<file path="src/design/byte_order_consts.svh">
// Byte order constants

`ifndef BYTE_ORDER_CONSTS_SVH
`define BYTE_ORDER_CONSTS_SVH

// Bytes per data word
`define BOU_WORD_BYTES 4

// Word width in bits
`define BOU_WORD_BITS  32

// Opcode width, codes 4 to 7 are illegal
`define BOU_OPC_BITS   3

`endif

</file>
<file path="src/design/byte_order_pkg.sv">
// Byte order types

`include "byte_order_consts.svh"

package byte_order_pkg;

    // Byte order opcodes
    typedef enum logic [`BOU_OPC_BITS-1:0] {
        OPC_PASS           = 3'd0,
        OPC_REV_BYTES      = 3'd1,
        OPC_SWAP_HALVES    = 3'd2,
        OPC_SWAP_IN_HALVES = 3'd3
    } bou_opcode_e;

    typedef logic [`BOU_WORD_BITS-1:0] bou_word_t;

    // Index of one byte within the word
    typedef logic [$clog2(`BOU_WORD_BYTES)-1:0] bou_byte_idx_t;

    // Entry k names the input byte that feeds output byte k
    typedef bou_byte_idx_t [`BOU_WORD_BYTES-1:0] bou_byte_map_t;

    // Decode stage to execute stage
    typedef struct packed {
        logic          valid;
        bou_word_t     data;
        bou_byte_map_t map;
        logic          illegal;
    } bou_dec_t;

    // Execute stage to result stage
    typedef struct packed {
        logic      valid;
        bou_word_t data;
        logic      illegal;
    } bou_exe_t;

endpackage

</file>
<file path="src/design/byte_order_decode.sv">
// Byte order decode stage

`timescale 1ns/100ps

`include "byte_order_consts.svh"

module byte_order_decode (
    input  logic                        clk,
    input  logic                        rst_n,
    input  logic                        in_valid,
    input  byte_order_pkg::bou_opcode_e in_opcode,
    input  byte_order_pkg::bou_word_t   in_data,
    output byte_order_pkg::bou_dec_t    dec_stage
);

    import byte_order_pkg::*;

    logic          valid_q;
    bou_word_t     data_q;
    bou_byte_map_t map_q;
    logic          illegal_q;

    bou_byte_map_t map_next;
    logic          illegal_next;

    // True when no source index appears twice in the map
    function automatic logic map_is_perm(bou_byte_map_t m);
        logic ok;
        ok = 1'b1;
        for (int i = 0; i < `BOU_WORD_BYTES; i++) begin
            for (int j = i + 1; j < `BOU_WORD_BYTES; j++) begin
                if (m[i] == m[j]) ok = 1'b0;
            end
        end
        return ok;
    endfunction

    // Opcode to byte source map, illegal codes fall back to identity
    always_comb begin
        illegal_next = 1'b0;
        for (int k = 0; k < `BOU_WORD_BYTES; k++) begin
            map_next[k] = bou_byte_idx_t'(k);
        end
        case (in_opcode)
            OPC_PASS: begin
            end
            OPC_REV_BYTES: begin
                for (int k = 0; k < `BOU_WORD_BYTES; k++) begin
                    map_next[k] = bou_byte_idx_t'(`BOU_WORD_BYTES - 1 - k);
                end
            end
            OPC_SWAP_HALVES: begin
                for (int k = 0; k < `BOU_WORD_BYTES; k++) begin
                    map_next[k] = bou_byte_idx_t'(k ^ 2);
                end
            end
            OPC_SWAP_IN_HALVES: begin
                for (int k = 0; k < `BOU_WORD_BYTES; k++) begin
                    map_next[k] = bou_byte_idx_t'(k ^ 1);
                end
            end
            default: illegal_next = 1'b1;
        endcase
    end

    always_ff @(posedge clk or negedge rst_n) begin
        if (!rst_n) begin
            valid_q <= 1'b0;
        end else begin
            valid_q <= in_valid;
        end
    end

    // Payload only loads with a new operation
    always_ff @(posedge clk) begin
        if (in_valid) begin
            data_q    <= in_data;
            map_q     <= map_next;
            illegal_q <= illegal_next;
        end
    end

    assign dec_stage = '{valid: valid_q, data: data_q, map: map_q, illegal: illegal_q};

    // Execute relies on a true permutation of the input bytes
    a_map_perm: assert property (@(posedge clk) disable iff (!rst_n)
        valid_q |-> map_is_perm(map_q));

endmodule

</file>
<file path="src/design/byte_order_execute.sv">
// Byte order execute stage

`timescale 1ns/100ps

`include "byte_order_consts.svh"

module byte_order_execute (
    input  logic                     clk,
    input  logic                     rst_n,
    input  byte_order_pkg::bou_dec_t dec_stage,
    output byte_order_pkg::bou_exe_t exe_stage
);

    import byte_order_pkg::*;

    // Byte view of the incoming word
    logic [`BOU_WORD_BYTES-1:0][7:0] src_bytes;
    bou_word_t                       perm_data;

    logic      valid_q;
    bou_word_t data_q;
    logic      illegal_q;

    assign src_bytes = dec_stage.data;

    // One four-way byte mux per output lane
    always_comb begin
        for (int k = 0; k < `BOU_WORD_BYTES; k++) begin
            perm_data[k*8 +: 8] = src_bytes[dec_stage.map[k]];
        end
    end

    always_ff @(posedge clk or negedge rst_n) begin
        if (!rst_n) begin
            valid_q <= 1'b0;
        end else begin
            valid_q <= dec_stage.valid;
        end
    end

    // Idle cycles leave the data register untouched
    always_ff @(posedge clk) begin
        if (dec_stage.valid) begin
            data_q    <= perm_data;
            illegal_q <= dec_stage.illegal;
        end
    end

    assign exe_stage = '{valid: valid_q, data: data_q, illegal: illegal_q};

endmodule

</file>
<file path="src/design/byte_order_result.sv">
// Byte order result stage

`timescale 1ns/100ps

`include "byte_order_consts.svh"

module byte_order_result (
    input  logic                      clk,
    input  logic                      rst_n,
    input  byte_order_pkg::bou_exe_t  exe_stage,
    output logic                      out_valid,
    output byte_order_pkg::bou_word_t out_data,
    output logic                      out_illegal
);

    // Strobe and flag follow the stage valid every cycle
    always_ff @(posedge clk or negedge rst_n) begin
        if (!rst_n) begin
            out_valid   <= 1'b0;
            out_illegal <= 1'b0;
        end else begin
            out_valid   <= exe_stage.valid;
            out_illegal <= exe_stage.valid & exe_stage.illegal;
        end
    end

    // Output word holds its last value between strobes
    always_ff @(posedge clk or negedge rst_n) begin
        if (!rst_n) begin
            out_data <= {`BOU_WORD_BITS{1'b0}};
        end else if (exe_stage.valid) begin
            out_data <= exe_stage.data;
        end
    end

    // Illegal flag arriving with a valid stage is fully known
    a_illegal_known: assert property (@(posedge clk) disable iff (!rst_n)
        exe_stage.valid |-> !$isunknown(exe_stage.illegal));

    // Every strobed word is fully known, so all earlier stages loaded cleanly
    a_data_known: assert property (@(posedge clk) disable iff (!rst_n)
        out_valid |-> !$isunknown(out_data));

endmodule

</file>
<file path="src/design/byte_order_unit.sv">
// Byte order unit top level

`timescale 1ns/100ps

`include "byte_order_consts.svh"

module byte_order_unit (
    input  logic                        clk,
    input  logic                        rst_n,
    input  logic                        in_valid,
    input  byte_order_pkg::bou_opcode_e in_opcode,
    input  byte_order_pkg::bou_word_t   in_data,
    output logic                        out_valid,
    output byte_order_pkg::bou_word_t   out_data,
    output logic                        out_illegal
);

    import byte_order_pkg::*;

    bou_dec_t dec_stage;
    bou_exe_t exe_stage;

    // Opcode check and byte map
    byte_order_decode byte_order_decode_inst (
        .clk       (clk),
        .rst_n     (rst_n),
        .in_valid  (in_valid),
        .in_opcode (in_opcode),
        .in_data   (in_data),
        .dec_stage (dec_stage)
    );

    // Byte permutation
    byte_order_execute byte_order_execute_inst (
        .clk       (clk),
        .rst_n     (rst_n),
        .dec_stage (dec_stage),
        .exe_stage (exe_stage)
    );

    byte_order_result byte_order_result_inst (
        .clk         (clk),
        .rst_n       (rst_n),
        .exe_stage   (exe_stage),
        .out_valid   (out_valid),
        .out_data    (out_data),
        .out_illegal (out_illegal)
    );

endmodule

</file>
<file path="config.mk">
export PLATFORM = sky130hd
export DESIGN_NAME = byte_order_unit
export DESIGN_NICKNAME = d
export VERILOG_FILES = /design/src/design/byte_order_pkg.sv /design/src/design/byte_order_decode.sv /design/src/design/byte_order_execute.sv /design/src/design/byte_order_result.sv /design/src/design/byte_order_unit.sv
export VERILOG_INCLUDE_DIRS = /design/src /design/src/design
export SDC_FILE = /design/constraint.sdc
export NUM_CORES = 1
export LEC_CHECK = 0
export BUFFER_PORTS_ARGS = -buffer_cell sky130_fd_sc_hd__buf_4
export CAP_MARGIN = 30
export CELL_PAD_IN_SITES_DETAIL_PLACEMENT = 1
export CELL_PAD_IN_SITES_GLOBAL_PLACEMENT = 1
export CORE_MARGIN = 5
export CORE_UTILIZATION = 35
export DETAILED_ROUTE_END_ITERATION = 6
export PLACE_DENSITY = 0.6
export SETUP_SLACK_MARGIN = 0.5
export SLEW_MARGIN = 20
export SYNTH_ARGS = -nofsm -noshare
export SYNTH_HDL_FRONTEND = slang
export SYNTH_SLANG_ARGS = --single-unit
</file>
<file path="constraint.sdc">
create_clock -name clk -period 1.45 [get_ports clk]
set_clock_uncertainty 0.15 [all_clocks]
set_input_delay 0.0725 -clock clk [delete_from_list [all_inputs] [get_ports clk]]
set_output_delay 0.0725 -clock clk [all_outputs]
set_load 0.02 [all_outputs]
</file>
Yosys cells after proc, flatten, opt, wreduce, memory -nomap -nowiden
Index checks and enable logic that the tools add are counted.

Bits in writable memories: 0. Input bits: 38. Latch bits: 0. Bits in registers: 110. Logic and storage cells: 33. Bits in read-only memories: 0. Memories kept: 0.

Muxes and demuxes: 10. Div/mod/pow operators: 0. $lt $le $gt $ge: 4. Bitwise operators: 1. Multiply operators: 0. Shift operators: 0. Reduce and logical (&&, ||, !) cells: 2. Add/sub/neg operators: 0. Equal/unequal tests: 3.

Operators with widths (number): $bmux 8 s2 (4); $mux 8 (4); $pmux 8 s3 (1); $lt 2x3->1 const B (4); $eq 3x2->1 const B (2); $reduce_or 4->1 (1); $eq 3x1->1 const B (1); $logic_not 3->1 (1); $and 1x1->1 (1); $mux 1 (1).

Longest topological paths before layout
Word-level depth: 3. Gate-level depth with buffers: 3. Gate-level depth less buffers: 2.

Modules after synthesis
From an unflattened synthesis, not the netlist that was laid out.

Cell total of the unflattened synthesis: 197. Area, all modules: 4431.8 um^2.

Modules (own cells, without submodules): byte_order_execute (sequential area each 1016.0 um^2, cells each 76, area an instance 1816.7 um^2, instances 1); byte_order_result (sequential area each 850.8 um^2, cells each 71, area an instance 1397.6 um^2, instances 1); byte_order_decode (sequential area each 1136.1 um^2, cells each 50, area an instance 1217.4 um^2, instances 1).

Worst setup path after synthesis
Ideal clock, no wire load.

Path type: register to register. Start point: reg byte_order_decode_inst.valid_q. End point: reg byte_order_execute_inst.data_q[0], enable pin. Required time: 910 ps. Buffers on the path: 0. Setup slack: -59 ps. Arrival time: 969 ps. Cell stages (with the launch flop): 1. Clock period less this slack: 1509 ps. Library setup time: 390 ps. Cell sequence: dfrtp_1.

RTL lines: start, declared (line byte_order_decode.sv:18) `logic valid_q;`; start signal, assigned (line byte_order_decode.sv:70) `valid_q <= in_valid;`; end signal, assigned (line byte_order_execute.sv:44) `data_q <= perm_data;`; end, declared (line byte_order_execute.sv:21) `bou_word_t data_q;`.

No word-level cell between the ends.

Worst setup path after layout
Start point: reg byte_order_decode_inst.map_q (netlist bit byte_order_decode_inst.dec_stage[5]). End point: reg byte_order_execute_inst.data_q[19] (data pin).

Cells in the longest elaborated chain, start to end: 2.

RTL lines: start, declared (line byte_order_decode.sv:20) `bou_byte_map_t map_q;`; start signal, assigned (line byte_order_decode.sv:78) `map_q <= map_next;`; $bmux 8 s2 (line byte_order_execute.sv:29) `perm_data[k*8 +: 8] = src_bytes[dec_stage.map[k]];`; $mux 8 (not written as such) (line byte_order_execute.sv:29); net byte_order_execute_inst.perm_data[19] (line byte_order_execute.sv:18) `bou_word_t perm_data;`.

The timed path passes the listed nets, and every way through them passes these cells. The select of a mux whose other input is x is not followed. A chain may end at the register's enable or synchronous reset.

==> impl_metrics.tcl <==
set metrics [dict create \
    holdWs_ns -0.114 \
    pre_cts_ws_ns -0.141 \
    die_h_um 120 \
    port_buffers 71 \
    yosysMostFrequentCell "edfxtp_1" \
    dp_hpwl_um 5590 \
    nNetsFinal 379 \
    routed-via-count 2342 \
    syn_to_final_growth_pct 49.1 \
    synth_async_sr_flop_share 0.340 \
    timing.final.crit_share 1.10 \
    setup_ws_ns -0.145 \
    synth_commonest_cells "edfxtp_1, dfrtp_1, mux2_2, mux4_2, mux4_1" \
    initial_utilization 0.356 \
    end_kind "register" \
    grt_max_degree 39 \
    grt_usage 0.136 \
    instances_no_fill 493 \
    max_freq_mhz 627 \
    numCtsBuffers 9 \
    synth_cells 189 \
    drt-pass1-iter-count 4 \
    wl_per_cell_um 19.2 \
    total_power_w 0.00823 \
    violations "negative hold slack, negative setup slack" \
    hp-class "input port to register" \
    core-area_mm2 0.0120 \
    max_slew_margin 0.674 \
    ir_drop_mv 0.568 \
    vias_per_cell 4.75 \
    hold_viol 4 \
    ys_seq_elements 106 \
    path_class "register to register" \
    cts_sinks 106 \
    clk_pin_slew_worst_paths_ns 0.07 \
    drc 0 \
    drt-initial-drc-count 58 \
    finalCriticalPeriod_ns 1.60 \
    antennaDiodeCount 0 \
    grt.overflow.total 0 \
    maxCapViolCount 0 \
    whs_path_depth 3 \
    dp_cells 400 \
    start_kind "register" \
    reg2regPathDepth 3 \
    die_w_um 120 \
    status "finished, violations left" \
    cts_tree "built" \
    finalSetupViolations 32 \
    insertion_delay_ns 0.35 \
    h-tree-depth 3 \
    dieArea_mm2 0.0145 \
    hold_path_end "byte_order_decode_inst.dec_stage[6]" \
    gp_congestion 0.714 \
    crit_fanout 8 \
    yosys-top-cells-area "edfxtp_1, dfrtp_1, mux4_2, mux2_2, mux4_1" \
    crit_arrival_ns 1.52 \
    rsz0062_at_grt "yes" \
    wl_um 9460 \
    yosysWarningCount 0 \
    ys_types 14 \
    synth_edf_count 70 \
    clockBufferDepth 2 \
    io_pins 72 \
    ant_nets 0 \
    synth-main-ff-cell "edfxtp_1" \
    syn_avg_cell_area_um2 22.6 \
    synth_top_area_cell "edfxtp_1" \
    hp-start "in_opcode[1]" \
    finish.utilization 0.530 \
    yosysSeqAreaShare 0.703 \
    cts_root_buf "clkbuf_16" \
    antenna_found_initial 0 \
    regToRegEndpoint "byte_order_execute_inst.data_q[19]" \
    grt_pass1_wl_um 14800 \
    crit_required_ns 1.38 \
    syn_nets 227 \
    post_synth_instance_area_mm2 0.00427 \
    core.rowCount 40 \
    slew_viol_final 0 \
    r2r_start "byte_order_decode_inst.dec_stage[5]" \
    synth_top_area_share 0.492 \
    rrSetupSlack_ns -0.15 \
    tightest_slew_ns 0.490 \
    first_global_vias 2524 \
    power.leakage_nw 2.61 \
    p_per_area_mw_per_mm2 1290 \
    drive_gt1_frac 0.584 \
]
==> through the flow <==
stage	instance area [um^2]	setup TNS (ns)
4_1_cts	6230	-2.67
3_5_place_dp	4970	-2.43
3_3_place_gp	4970	-1.39
5_1_grt	6370	-4.10
2_1_floorplan	4300	-0.785
6_report	6370	-2.76
==> power by group <==
part	internal (W)	switching, W
combinational	0.00112	0.000634
clock	0.00148	0.00106
sequential	0.00367	0.000261
total	0.00627	0.00196
==> area by class of cell <==
| type | count | area, um^2 |
|---|---|---|
| clock buffer | 11 | 264 |
| clock inverter | 5 | 50.0 |
| fill | 1089 | 5640 |
| inverter | 1 | 3.75 |
| multi-input combinational | 69 | 1240 |
| sequential | 106 | 3010 |
| tap | 147 | 184 |
| timing repair buffer | 154 | 1630 |
==> worst max-delay path by stage <==
stage | startpoint | to | slack, ns | depth (start not counted)
after global placement | byte_order_decode_inst.dec_stage[7] | byte_order_execute_inst.data_q[15] | -0.07 | 2
after detailed placement | byte_order_decode_inst.dec_stage[5] | byte_order_execute_inst.data_q[2] | -0.14 | 2
after floorplan | byte_order_decode_inst.dec_stage[7] | byte_order_execute_inst.data_q[12] | -0.04 | 3
after CTS | byte_order_decode_inst.dec_stage[5] | byte_order_execute_inst.data_q[20] | -0.12 | 3
after global routing | byte_order_decode_inst.dec_stage[5] | byte_order_execute_inst.data_q[16] | -0.19 | 3
final | byte_order_decode_inst.dec_stage[5] | byte_order_execute_inst.data_q[19] | -0.15 | 3
==> kinds of logic (layout without fill, tap and decap cells) <==
family / Yosys count / in the layout / share of synthesized area
flops: 106 / 106 / 0.703
mux: 64 / 64 / 0.264
buf+inv: 14 / 171 / 0.0258
simple gates: 4 / 4 / 0.00586
xor+xnor: 1 / 1 / 0.00205
==> cell usage in the layout, fill, tap and decap left out, drive strengths merged, types with 2 or more instances in the layout <==
cell type,synthesis,routed
buf,12,118
edfxtp,70,70
dfrtp,36,36
dlygate4sd3,0,34
mux4,32,32
mux2,32,32
clkbuf,1,13
clkinv,0,4
nand2b,2,2
==> registers in the layout (all words and copies together), names as in the netlist <==
signal	count
byte_order_decode_inst.data_q	32
byte_order_execute_inst.data_q	32
byte_order_result_inst.out_data	32
byte_order_decode_inst.dec_stage	4
byte_order_decode_inst.illegal_q	1
byte_order_decode_inst.valid_q	1
byte_order_execute_inst.illegal_q	1
byte_order_execute_inst.valid_q	1
byte_order_result_inst.out_illegal	1
byte_order_result_inst.out_valid	1
==> repair_timing <==
item,in CTS,in global routing
hold endpoints to repair,74,6
gates cloned,4,2
resized for setup,99,1
setup endpoints to repair,133,137
hold buffers,34,1
buffers inserted,25,12
==> routing by layer <==
layer,track usage,vias to the layer above,part of all wire
met4,0.0630,0,0.023
met5,0,-,0
li1,-,1072,-
met3,0.0192,16,0.030
met2,0.204,54,0.49
met1,0.198,1200,0.46
==> critical path: stages (launching register included) <==
cell and delay, ns:
edfxtp_1 0.38, buf_4 0.14, buf_12 0.14, mux4_2 0.53
No activity file was read; power rests on OpenSTA's default activity.
